--- src/hdl/video_pkg.sv ---
`default_nettype none

package video_pkg;

   // default sensor window, the testbench shrinks it through the top level
   localparam int FRAME_W_DEFAULT = 320;
   localparam int FRAME_H_DEFAULT = 180;

   // column and row counts of the camera image
   typedef logic [8:0] hcount_t;
   typedef logic [7:0] vcount_t;

   // one camera pixel, r5 g6 b5
   typedef logic [15:0] rgb565_t;

   // pixel stream word
   // valid is a one-cycle strobe, the stream never stalls
   typedef struct packed {
      logic    valid;
      hcount_t hcount;
      vcount_t vcount;
      rgb565_t rgb;
   } pixel_t;

   // raw parallel camera pins, not yet in the clk_camera domain
   typedef struct packed {
      logic       pclk;
      logic       hsync;
      logic       vsync;
      logic [7:0] data;
   } cam_bus_t;

   // what the display stream shows under the crosshair
   typedef enum logic {
      DISP_CAMERA = 1'b0,
      DISP_MASK   = 1'b1
   } disp_mode_e;

endpackage

`default_nettype wire

--- src/hdl/track_pkg.sv ---
`default_nettype none

package track_pkg;

   import video_pkg::*;

   // cr chroma value
   typedef logic [7:0] chroma_t;

   // inclusive cr band for the pink marker
   localparam chroma_t CR_LOW_DEFAULT  = 8'hA0;
   localparam chroma_t CR_HIGH_DEFAULT = 8'hF0;

   // per-frame coordinate sums
   // 320 x 180 frame fully masked still fits in 24 bits
   localparam int X_SUM_W = 24;
   localparam int Y_SUM_W = 24;

   // masked-pixel count, up to 57600 per frame
   localparam int COUNT_W = 17;

   // a position in the image, also used for the centre of mass
   typedef struct packed {
      hcount_t x;
      vcount_t y;
   } com_t;

   // centroid FSM
   typedef enum logic [1:0] {
      ACC_COLLECT = 2'd0,
      ACC_DIVIDE  = 2'd1,
      ACC_HOLD    = 2'd2
   } accum_state_e;

endpackage

`default_nettype wire

--- src/hdl/blob_tracker_top.sv ---
`default_nettype none

module blob_tracker_top #(
   parameter int                 FRAME_W = video_pkg::FRAME_W_DEFAULT,
   parameter int                 FRAME_H = video_pkg::FRAME_H_DEFAULT,
   parameter track_pkg::chroma_t CR_LOW  = track_pkg::CR_LOW_DEFAULT,
   parameter track_pkg::chroma_t CR_HIGH = track_pkg::CR_HIGH_DEFAULT
) (
   input  wire                        clk_camera,
   input  wire                        sys_rst_camera,
   input  wire video_pkg::cam_bus_t   cam_bus_i,
   input  wire video_pkg::disp_mode_e mode_i,
   output video_pkg::pixel_t          disp_o,
   output track_pkg::com_t            com_o,
   output logic                       com_valid_o
);

   import video_pkg::*;
   import track_pkg::*;

   // rebuilt camera pixels
   pixel_t cam_pixel;
   // mask result, 3 cycles behind cam_pixel
   logic   mask_valid;
   logic   mask;
   com_t   mask_pos;

   pixel_capture #(
      .FRAME_W(FRAME_W),
      .FRAME_H(FRAME_H)
   ) capture_i (
      .clk_camera     (clk_camera),
      .sys_rst_camera (sys_rst_camera),
      .bus_i          (cam_bus_i),
      .pixel_o        (cam_pixel)
   );

   chroma_mask #(
      .CR_LOW (CR_LOW),
      .CR_HIGH(CR_HIGH)
   ) mask_i (
      .clk_camera     (clk_camera),
      .sys_rst_camera (sys_rst_camera),
      .pixel_i        (cam_pixel),
      .mask_valid_o   (mask_valid),
      .mask_o         (mask),
      .mask_pos_o     (mask_pos)
   );

   centroid_accum #(
      .FRAME_W(FRAME_W),
      .FRAME_H(FRAME_H)
   ) accum_i (
      .clk_camera     (clk_camera),
      .sys_rst_camera (sys_rst_camera),
      .mask_valid_i   (mask_valid),
      .mask_i         (mask),
      .mask_pos_i     (mask_pos),
      .com_o          (com_o),
      .com_valid_o    (com_valid_o)
   );

   // draws with the centre of mass of the previous frame
   crosshair_overlay overlay_i (
      .clk_camera     (clk_camera),
      .sys_rst_camera (sys_rst_camera),
      .pixel_i        (cam_pixel),
      .mask_valid_i   (mask_valid),
      .mask_i         (mask),
      .com_i          (com_o),
      .mode_i         (mode_i),
      .disp_o         (disp_o)
   );

endmodule

`default_nettype wire

--- src/hdl/centroid_accum.sv ---
`default_nettype none

module centroid_accum #(
   parameter int FRAME_W = video_pkg::FRAME_W_DEFAULT,
   parameter int FRAME_H = video_pkg::FRAME_H_DEFAULT
) (
   input  wire                   clk_camera,
   input  wire                   sys_rst_camera,
   input  wire                   mask_valid_i,
   input  wire                   mask_i,
   input  wire track_pkg::com_t  mask_pos_i,
   output track_pkg::com_t       com_o,
   output logic                  com_valid_o
);

   import video_pkg::*;
   import track_pkg::*;

   accum_state_e       state;
   logic [X_SUM_W-1:0] x_sum;
   logic [X_SUM_W-1:0] x_sum_next;
   logic [Y_SUM_W-1:0] y_sum;
   logic [Y_SUM_W-1:0] y_sum_next;
   logic [COUNT_W-1:0] count;
   logic [COUNT_W-1:0] count_next;
   logic               take_pixel;
   logic               last_pixel;
   logic               div_start;
   logic               x_done;
   logic               y_done;
   // dividers may finish on different cycles
   logic               x_done_seen;
   logic               y_done_seen;
   logic [X_SUM_W-1:0] x_quot;
   logic [Y_SUM_W-1:0] y_quot;

   always_comb begin
      take_pixel = mask_valid_i && mask_i;
      last_pixel = mask_valid_i
                && (mask_pos_i.x == hcount_t'(FRAME_W - 1))
                && (mask_pos_i.y == vcount_t'(FRAME_H - 1));
      x_sum_next = x_sum + (take_pixel ? X_SUM_W'(mask_pos_i.x) : '0);
      y_sum_next = y_sum + (take_pixel ? Y_SUM_W'(mask_pos_i.y) : '0);
      count_next = count + COUNT_W'(take_pixel);
   end

   always_ff @(posedge clk_camera) begin
      if (sys_rst_camera) begin
         state       <= ACC_COLLECT;
         x_sum       <= '0;
         y_sum       <= '0;
         count       <= '0;
         div_start   <= 1'b0;
         x_done_seen <= 1'b0;
         y_done_seen <= 1'b0;
         com_o       <= '0;
         com_valid_o <= 1'b0;
      end else begin
         div_start   <= 1'b0;
         com_valid_o <= 1'b0;
         case (state)
            ACC_COLLECT: begin
               x_sum <= x_sum_next;
               y_sum <= y_sum_next;
               count <= count_next;
               // empty frame stays here, sums are still zero
               if (last_pixel && (count_next != '0)) begin
                  state     <= ACC_DIVIDE;
                  div_start <= 1'b1;
               end
            end
            ACC_DIVIDE: begin
               x_done_seen <= x_done_seen | x_done;
               y_done_seen <= y_done_seen | y_done;
               if ((x_done_seen | x_done) && (y_done_seen | y_done)) begin
                  state <= ACC_HOLD;
               end
            end
            ACC_HOLD: begin
               // quotients are below the frame size, upper bits are zero
               com_o       <= '{x: hcount_t'(x_quot), y: vcount_t'(y_quot)};
               com_valid_o <= 1'b1;
               x_sum       <= '0;
               y_sum       <= '0;
               count       <= '0;
               x_done_seen <= 1'b0;
               y_done_seen <= 1'b0;
               state       <= ACC_COLLECT;
            end
            default: state <= ACC_COLLECT;
         endcase
      end
   end

   // divisor is the masked count, never zero at start
   serial_divider #(
      .DIV_W(X_SUM_W)
   ) x_div_i (
      .clk_camera     (clk_camera),
      .sys_rst_camera (sys_rst_camera),
      .start_i        (div_start),
      .dividend_i     (x_sum),
      .divisor_i      (X_SUM_W'(count)),
      .quotient_o     (x_quot),
      .done_o         (x_done)
   );

   serial_divider #(
      .DIV_W(Y_SUM_W)
   ) y_div_i (
      .clk_camera     (clk_camera),
      .sys_rst_camera (sys_rst_camera),
      .start_i        (div_start),
      .dividend_i     (y_sum),
      .divisor_i      (Y_SUM_W'(count)),
      .quotient_o     (y_quot),
      .done_o         (y_done)
   );

endmodule

`default_nettype wire

--- src/hdl/chroma_mask.sv ---
`default_nettype none

module chroma_mask #(
   parameter track_pkg::chroma_t CR_LOW  = track_pkg::CR_LOW_DEFAULT,
   parameter track_pkg::chroma_t CR_HIGH = track_pkg::CR_HIGH_DEFAULT
) (
   input  wire                    clk_camera,
   input  wire                    sys_rst_camera,
   input  wire video_pkg::pixel_t pixel_i,
   output logic                   mask_valid_o,
   output logic                   mask_o,
   output track_pkg::com_t        mask_pos_o
);

   import track_pkg::*;

   // stage 1 holds the 8-bit channels
   logic               valid_s1;
   logic [7:0]         r8;
   logic [7:0]         g8;
   logic [7:0]         b8;
   com_t               pos_s1;
   // stage 2 holds cr
   logic               valid_s2;
   chroma_t            cr_s2;
   com_t               pos_s2;
   // cr before scaling, always positive for 8-bit inputs
   logic signed [16:0] cr_sum;

   always_comb begin
      cr_sum = 17'sd32768
             + 17'sd112 * $signed({9'd0, r8})
             - 17'sd94 * $signed({9'd0, g8})
             - 17'sd18 * $signed({9'd0, b8});
   end

   // valid strobes through the three stages
   always_ff @(posedge clk_camera) begin
      if (sys_rst_camera) begin
         valid_s1     <= 1'b0;
         valid_s2     <= 1'b0;
         mask_valid_o <= 1'b0;
      end else begin
         valid_s1     <= pixel_i.valid;
         valid_s2     <= valid_s1;
         mask_valid_o <= valid_s2;
      end
   end

   always_ff @(posedge clk_camera) begin
      // stage 1: zero-pad r5 g6 b5 to 8 bits
      r8     <= {pixel_i.rgb[15:11], 3'b000};
      g8     <= {pixel_i.rgb[10:5], 2'b00};
      b8     <= {pixel_i.rgb[4:0], 3'b000};
      pos_s1 <= '{x: pixel_i.hcount, y: pixel_i.vcount};
      // stage 2: divide by 256, keep the low byte
      cr_s2  <= cr_sum[15:8];
      pos_s2 <= pos_s1;
      // stage 3: inclusive band test
      mask_o     <= (cr_s2 >= CR_LOW) && (cr_s2 <= CR_HIGH);
      mask_pos_o <= pos_s2;
   end

endmodule

`default_nettype wire

--- src/hdl/crosshair_overlay.sv ---
`default_nettype none

module crosshair_overlay (
   input  wire                        clk_camera,
   input  wire                        sys_rst_camera,
   input  wire video_pkg::pixel_t     pixel_i,
   input  wire                        mask_valid_i,
   input  wire                        mask_i,
   input  wire track_pkg::com_t       com_i,
   input  wire video_pkg::disp_mode_e mode_i,
   output video_pkg::pixel_t          disp_o
);

   import video_pkg::*;

   // 3 stages to match the chroma pipeline
   pixel_t  pix_d [3];
   logic    on_cross;
   rgb565_t disp_rgb;

   always_comb begin
      // white lines through the last centre of mass
      on_cross = (pix_d[2].hcount == com_i.x) || (pix_d[2].vcount == com_i.y);
      if (on_cross) begin
         disp_rgb = 16'hFFFF;
      end else if (mode_i == DISP_MASK) begin
         disp_rgb = mask_i ? 16'hFFFF : 16'h0000;
      end else begin
         disp_rgb = pix_d[2].rgb;
      end
   end

   always_ff @(posedge clk_camera) begin
      if (sys_rst_camera) begin
         pix_d[0] <= '0;
         pix_d[1] <= '0;
         pix_d[2] <= '0;
         disp_o   <= '0;
      end else begin
         pix_d[0] <= pixel_i;
         pix_d[1] <= pix_d[0];
         pix_d[2] <= pix_d[1];
         // mask_valid_i lands on the same cycle as the delayed pixel
         disp_o.valid  <= pix_d[2].valid & mask_valid_i;
         disp_o.hcount <= pix_d[2].hcount;
         disp_o.vcount <= pix_d[2].vcount;
         disp_o.rgb    <= disp_rgb;
      end
   end

endmodule

`default_nettype wire

--- src/hdl/pixel_capture.sv ---
`default_nettype none

module pixel_capture #(
   parameter int FRAME_W = video_pkg::FRAME_W_DEFAULT,
   parameter int FRAME_H = video_pkg::FRAME_H_DEFAULT
) (
   input  wire                      clk_camera,
   input  wire                      sys_rst_camera,
   input  wire video_pkg::cam_bus_t bus_i,
   output video_pkg::pixel_t        pixel_o
);

   import video_pkg::*;

   // two-flop synchroniser on all camera pins
   cam_bus_t   bus_s1;
   cam_bus_t   bus_s2;
   // previous pin levels for edge detection
   logic       pclk_d;
   logic       hsync_d;
   logic       pclk_rise;
   logic       hsync_fall;
   // byte pairing
   logic       second_byte;
   logic [7:0] hi_byte;
   // position of the pixel being assembled
   hcount_t    hcount;
   vcount_t    vcount;

   always_ff @(posedge clk_camera) begin
      bus_s1 <= bus_i;
      bus_s2 <= bus_s1;
   end

   assign pclk_rise  = bus_s2.pclk & ~pclk_d;
   assign hsync_fall = ~bus_s2.hsync & hsync_d;

   always_ff @(posedge clk_camera) begin
      if (sys_rst_camera) begin
         pclk_d      <= 1'b0;
         hsync_d     <= 1'b0;
         second_byte <= 1'b0;
         hcount      <= '0;
         vcount      <= '0;
         pixel_o     <= '0;
      end else begin
         pclk_d        <= bus_s2.pclk;
         hsync_d       <= bus_s2.hsync;
         pixel_o.valid <= 1'b0;
         if (bus_s2.vsync) begin
            // frame blanking, restart at the top left
            hcount      <= '0;
            vcount      <= '0;
            second_byte <= 1'b0;
         end else if (hsync_fall) begin
            // end of line, rows saturate on an oversized frame
            hcount      <= '0;
            second_byte <= 1'b0;
            if (vcount != vcount_t'(FRAME_H - 1)) begin
               vcount <= vcount + 1'b1;
            end
         end else if (pclk_rise && bus_s2.hsync) begin
            second_byte <= ~second_byte;
            if (!second_byte) begin
               // high byte first: r5 and upper g3
               hi_byte <= bus_s2.data;
            end else begin
               pixel_o.valid  <= 1'b1;
               pixel_o.hcount <= hcount;
               pixel_o.vcount <= vcount;
               pixel_o.rgb    <= {hi_byte, bus_s2.data};
               // columns saturate too
               if (hcount != hcount_t'(FRAME_W - 1)) begin
                  hcount <= hcount + 1'b1;
               end
            end
         end
      end
   end

endmodule

`default_nettype wire

--- src/hdl/serial_divider.sv ---
`default_nettype none

module serial_divider #(
   parameter int DIV_W = 24
) (
   input  wire               clk_camera,
   input  wire               sys_rst_camera,
   input  wire               start_i,
   input  wire  [DIV_W-1:0]  dividend_i,
   input  wire  [DIV_W-1:0]  divisor_i,
   output logic [DIV_W-1:0]  quotient_o,
   output logic              done_o
);

   localparam int CNT_W = $clog2(DIV_W + 1);

   logic             busy;
   logic [CNT_W-1:0] bit_cnt;
   // partial remainder, dividend shifting out msb first
   logic [DIV_W-1:0] rem_q;
   logic [DIV_W-1:0] quo_q;
   logic [DIV_W-1:0] div_q;
   logic [DIV_W-1:0] rem_shift;
   // top bit set means the trial subtraction went negative
   logic [DIV_W:0]   trial;

   assign trial      = {rem_q, quo_q[DIV_W-1]} - {1'b0, div_q};
   assign rem_shift  = {rem_q[DIV_W-2:0], quo_q[DIV_W-1]};
   assign quotient_o = quo_q;

   always_ff @(posedge clk_camera) begin
      if (sys_rst_camera) begin
         busy    <= 1'b0;
         bit_cnt <= '0;
         done_o  <= 1'b0;
      end else begin
         done_o <= 1'b0;
         if (!busy) begin
            // start while busy is ignored
            if (start_i) begin
               busy    <= 1'b1;
               bit_cnt <= CNT_W'(DIV_W);
            end
         end else begin
            bit_cnt <= bit_cnt - CNT_W'(1);
            if (bit_cnt == CNT_W'(1)) begin
               busy   <= 1'b0;
               done_o <= 1'b1;
            end
         end
      end
   end

   always_ff @(posedge clk_camera) begin
      if (!busy && start_i) begin
         rem_q <= '0;
         quo_q <= dividend_i;
         div_q <= divisor_i;
      end else if (busy) begin
         // restore on a negative trial, quotient bits enter at the lsb
         rem_q <= trial[DIV_W] ? rem_shift : trial[DIV_W-1:0];
         quo_q <= {quo_q[DIV_W-2:0], ~trial[DIV_W]};
      end
   end

endmodule

`default_nettype wire

--- config.mk ---
export PLATFORM = sky130hd
export DESIGN_NAME = blob_tracker_top
export DESIGN_NICKNAME = d
export VERILOG_FILES = /design/src/hdl/video_pkg.sv /design/src/hdl/track_pkg.sv /design/src/hdl/blob_tracker_top.sv /design/src/hdl/centroid_accum.sv /design/src/hdl/chroma_mask.sv /design/src/hdl/crosshair_overlay.sv /design/src/hdl/pixel_capture.sv /design/src/hdl/serial_divider.sv
export SDC_FILE = /design/constraint.sdc
export NUM_CORES = 1
export LEC_CHECK = 0
export ABC_AREA = 1
export BUFFER_PORTS_ARGS = -buffer_cell sky130_fd_sc_hd__buf_2
export CAP_MARGIN = 10
export CORE_MARGIN = 3
export CORE_UTILIZATION = 35
export CTS_BUF_LIST = sky130_fd_sc_hd__clkbuf_16
export DETAILED_ROUTE_END_ITERATION = 12
export GPL_ROUTABILITY_DRIVEN = 1
export PLACE_DENSITY = 0.58
export RECOVER_POWER = 25
export SETUP_SLACK_MARGIN = 0.3
export SYNTH_ARGS = -nofsm -noshare
export SYNTH_HDL_FRONTEND = slang
export SYNTH_SLANG_ARGS = --single-unit
--- constraint.sdc ---
create_clock -name clk_camera -period 4.7 [get_ports clk_camera]
set_input_delay 0.47 -clock clk_camera [delete_from_list [all_inputs] [get_ports clk_camera]]
set_output_delay 0.47 -clock clk_camera [all_outputs]
set_load 0.05 [all_outputs]
==> metrics.md <==
| Metric | Value |
|---|---|
| Status | `completed` |
| Core Area | `65,050 µm²` |
| Vias | `17,600` |
| Vias in the first global route | `16,740` |
| Antenna violation net count after detailed routing | `0` |
| Die extent in y | `263.7 µm` |
| Synth area leader | `dfxtp_1` |
| Main synth FF type | `dfxtp_1` |
| Nets | `3,065` |
| Tot GR Track Use | `14.32%` |
| Slew HR | `24.25%` |
| CTS tree | `done` |
| Final wirelength | `51.05 mm` |
| Hold/Removal Path Class | `in2reg` |
| Clk sinks | `528` |
| Tmin final | `4636 ps` |
| Drt pass-1 iters | `5` |
| CP required | `5250 ps` |
| Pwr/cell area | `354.0 nW/µm²` |
| Max-Cap Viols | `0` |
| Largest net degree at the start of global routing | `81` |
| Die X | `263.7 µm` |
| Finish-stage setup viols | `0` |
| Total CTS buffers | `57` |
| IO Port Bufs | `65` |
| Crit path largest cell delay | `600 ps` |
| Max Buffers Root-to-Sink | `3` |
| Number of vias per cell | `4.616` |
| Critical path's top delay family | `adder cells` |
| Synth-to-layout area growth | `15.12%` |
| Leakage power | `11.34 nW` |
| Top cell type's share of synthesized area | `37.72%` |
| Row count | `93` |
| Crit path DAT | `5190 ps` |
| Drt wl/cell | `13.38 µm` |
| Fin area | `26,760 µm²` |
| Root buffer cell | `clkbuf_16` |
| DR iter-0 viols | `954` |
| Hpwl dp | `35.57 mm` |
| Dpl cell area | `24,530 µm²` |
| Skew final | `40.16 ps` |
| CP max stage cell | `fa_2` |
| Layout cells sized above 1 | `9.361%` |
| Syn_nets | `2,971` |
| Critical setup path kind | `reg2reg` |
| Sequential-to-total area share from yosys stat | `49.34%` |
| GPL Wtd Cong | `0.8635` |
| Dominant cells by area after synthesis | `dfxtp_1 (38%), edfxtp_1 (12%), nand2_1 (9.5%)` |
| Final Cycle Share | `98.64%` |
| Worst VDD drop | `0.0002911 V` |
| Unique masters post-synth | `57` |
| Syn_area_per_cell | `8.250 µm²` |
| Yosys reg bits | `528` |
| Worst-path clk slew | `70 ps` |
| RSZ-0062 raised after global routing | `yes` |
| Multi-input gate area in the final layout | `9923 µm²` |
| Worst path cell trace | `fa_2, inv_2, fa_1, inv_1, fa_1, inv_2, ha_4, a21oi_2, o21ai_2, a21o_1, a21oi_2, xor2_1, inv_1, fa_1, inv_2, ha_4, nand2_4, nor2_4, o211ai_1, nand4_1, a21oi_2, xnor2_1` |
| Initial antenna violation count | `0` |
| Fin. Hold Viols | `0` |
| CP Buf/Inv Count | `5` |
| YS warnings | `0` |
| Critical-path maximum fanout | `3` |
| Global route overflow | `0` |
| R2r setup slk | `60 ps` |
| Later-pin clock latency in the skew report | `630 ps` |
| H-Tree Depth | `2` |
| Antenna cells | `0` |
| Die ar. | `69,550 µm²` |
| Type of origin of the critical path | `flop` |
| Fin Setup TNS | `0 ps` |
| Slew @ Worst Pin | `1135 ps` |
| Max Transition Viols Final | `0` |
| Max frequency | `0.2157 GHz` |
| Ports | `66` |
| Post-Synthesis Cells | `2,818` |
| First-pass GRT wire length | `83.32 mm` |
| Ys async rst share | `0%` |
| Synth Cell Area | `23,250 µm²` |
| Number of flops mapped to enable cells by yosys | `90` |
| Crit end category | `flop` |
| Initial core utilization | `35.74%` |
| Register area | `11,480 µm²` |
| Filler instances | `6,515` |
| DRC violations left | `0` |
stage by stage:
stage | power (W) | setup WS, ps | utilization, % | std cells | hold slack, ps
finish | 0.009474 | 63.77 | 41.14 | 3814 | 305.3
global route | 0.009838 | -156.8 | 41.14 | 3814 | 325.6
CTS | 0.009614 | 125.2 | 41.01 | 3811 | 284.0
detailed placement | 0.005073 | -14.10 | 37.72 | 3686 | 312.1
global placement | 0.005072 | 54.13 | 37.72 | 3686 | 309.9
floorplan | 0.004994 | 259.2 | - | 2818 | 309.6
power by group:
part / internal (W) / switching [W] / total (W)
clock: 0.00257 / 0.00191 / 0.00448
combinational: 0.000117 / 0.000203 / 0.000320
sequential: 0.00464 / 0.0000301 / 0.00468
cell type report:
type                       count  share of cell area, %
multi-input combinational   1762                  37.08
inverter                     454                  6.368
clock buffer                  59                  5.517
clock inverter                47                  1.566
timing repair buffer         109                  2.590
sequential                   528                  42.88
tap                          855                  3.997
flip-flops by register name, summed over array words and instances, names as in the netlist, 24 cells and up:
register,flops
overlay_i.pix_d,101
capture_i.pixel_o,34
overlay_i.disp_o,34
accum_i.x_div_i.quotient_o,24
accum_i.x_div_i.rem_q,24
accum_i.x_sum,24
accum_i.y_div_i.quotient_o,24
accum_i.y_div_i.rem_q,24
accum_i.y_sum,24
kinds of logic after synthesis:
| family | synth area share, % |
|---|---|
| adder cells (fa/ha/maj) | 8.321 |
| flip-flops | 49.34 |
| AO/OA/AOI/OAI | 10.97 |
| XOR/XNOR | 2.562 |
| AND/OR/NAND/NOR | 19.93 |
| buffers and inverters | 8.875 |
synth_stat cells, drive strengths merged (2+ instances only):
cell	n
a211oi	3
a21boi	4
a21o	8
a21oi	173
a31oi	6
and2	2
and3	5
buf	22
clkbuf	52
dfxtp	438
edfxtp	90
fa	26
ha	113
inv	453
nand2	599
nand3	118
nand3b	10
nand4	26
nor2	278
nor3	39
nor3b	2
nor4	12
o211ai	12
o21a	7
o21ai	198
o21bai	3
o22a	30
o22ai	7
or2	8
xnor2	31
xor2	37
cells in the final DEF (no fill, tap or decap), types with 9 or more instances in the layout:
cell and instances:
a21oi_1 164, a21oi_2 9, buf_2 64, buf_4 32, clkbuf_16 59, clkinv_1 11, clkinv_2 10, dfxtp_1 434
dlygate4sd3_1 11, edfxtp_1 90, fa_1 25, ha_1 104, ha_4 9, inv_1 451, inv_2 12, nand2_1 585
nand2_2 11, nand3_1 116, nand3b_1 10, nand4_1 26, nor2_1 258, nor2_2 12, nor3_1 37, nor4_1 11
o211ai_1 11, o21ai_0 181, o21ai_1 13, o22a_1 30, xnor2_1 31, xor2_1 36
timing repair:
item,CTS,global route
endpoints found under the setup margin,5,6
gates resized for setup,12,19
hold buffers,11,0
pin swaps,10,7
buffers inserted,8,3
endpoints found under the hold margin,11,0
layer usage:
| metal | routed length (µm) | part of all wire (%) | vias up | global-route usage (%) |
|---|---|---|---|---|
| li1 | - | - | 9215 | - |
| met1 | 24640 | 48 | 8079 | 19.22 |
| met2 | 23560 | 46 | 236 | 24.08 |
| met3 | 1667 | 3.3 | 74 | 2.030 |
| met4 | 1180 | 2.3 | 0 | 4.038 |
| met5 | 0 | 0 | - | 0 |
path summary, 6_finish.rpt:
check	from	to	cells after the start
min	sys_rst_camera	capture_i.hsync_d$_SDFF_PP0_	2
min reg2reg	capture_i.bus_s1[0]$_DFF_P_	capture_i.bus_s2[0]$_DFF_P_	0
max	mask_i.g8[6]$_DFF_P_	mask_i.cr_s2[7]$_DFF_P_	22
max reg2reg	mask_i.g8[6]$_DFF_P_	mask_i.cr_s2[7]$_DFF_P_	22
worst reg2reg max path: cells and delay by family (launching register included):
family,cells,cell delay (ps)
compound gates,6,860
simple gates,3,320
buf+inv,5,250
fa+ha+maj,6,2520
xor+xnor,2,280
flops,1,330
No activity file was read; power rests on OpenSTA's default activity.
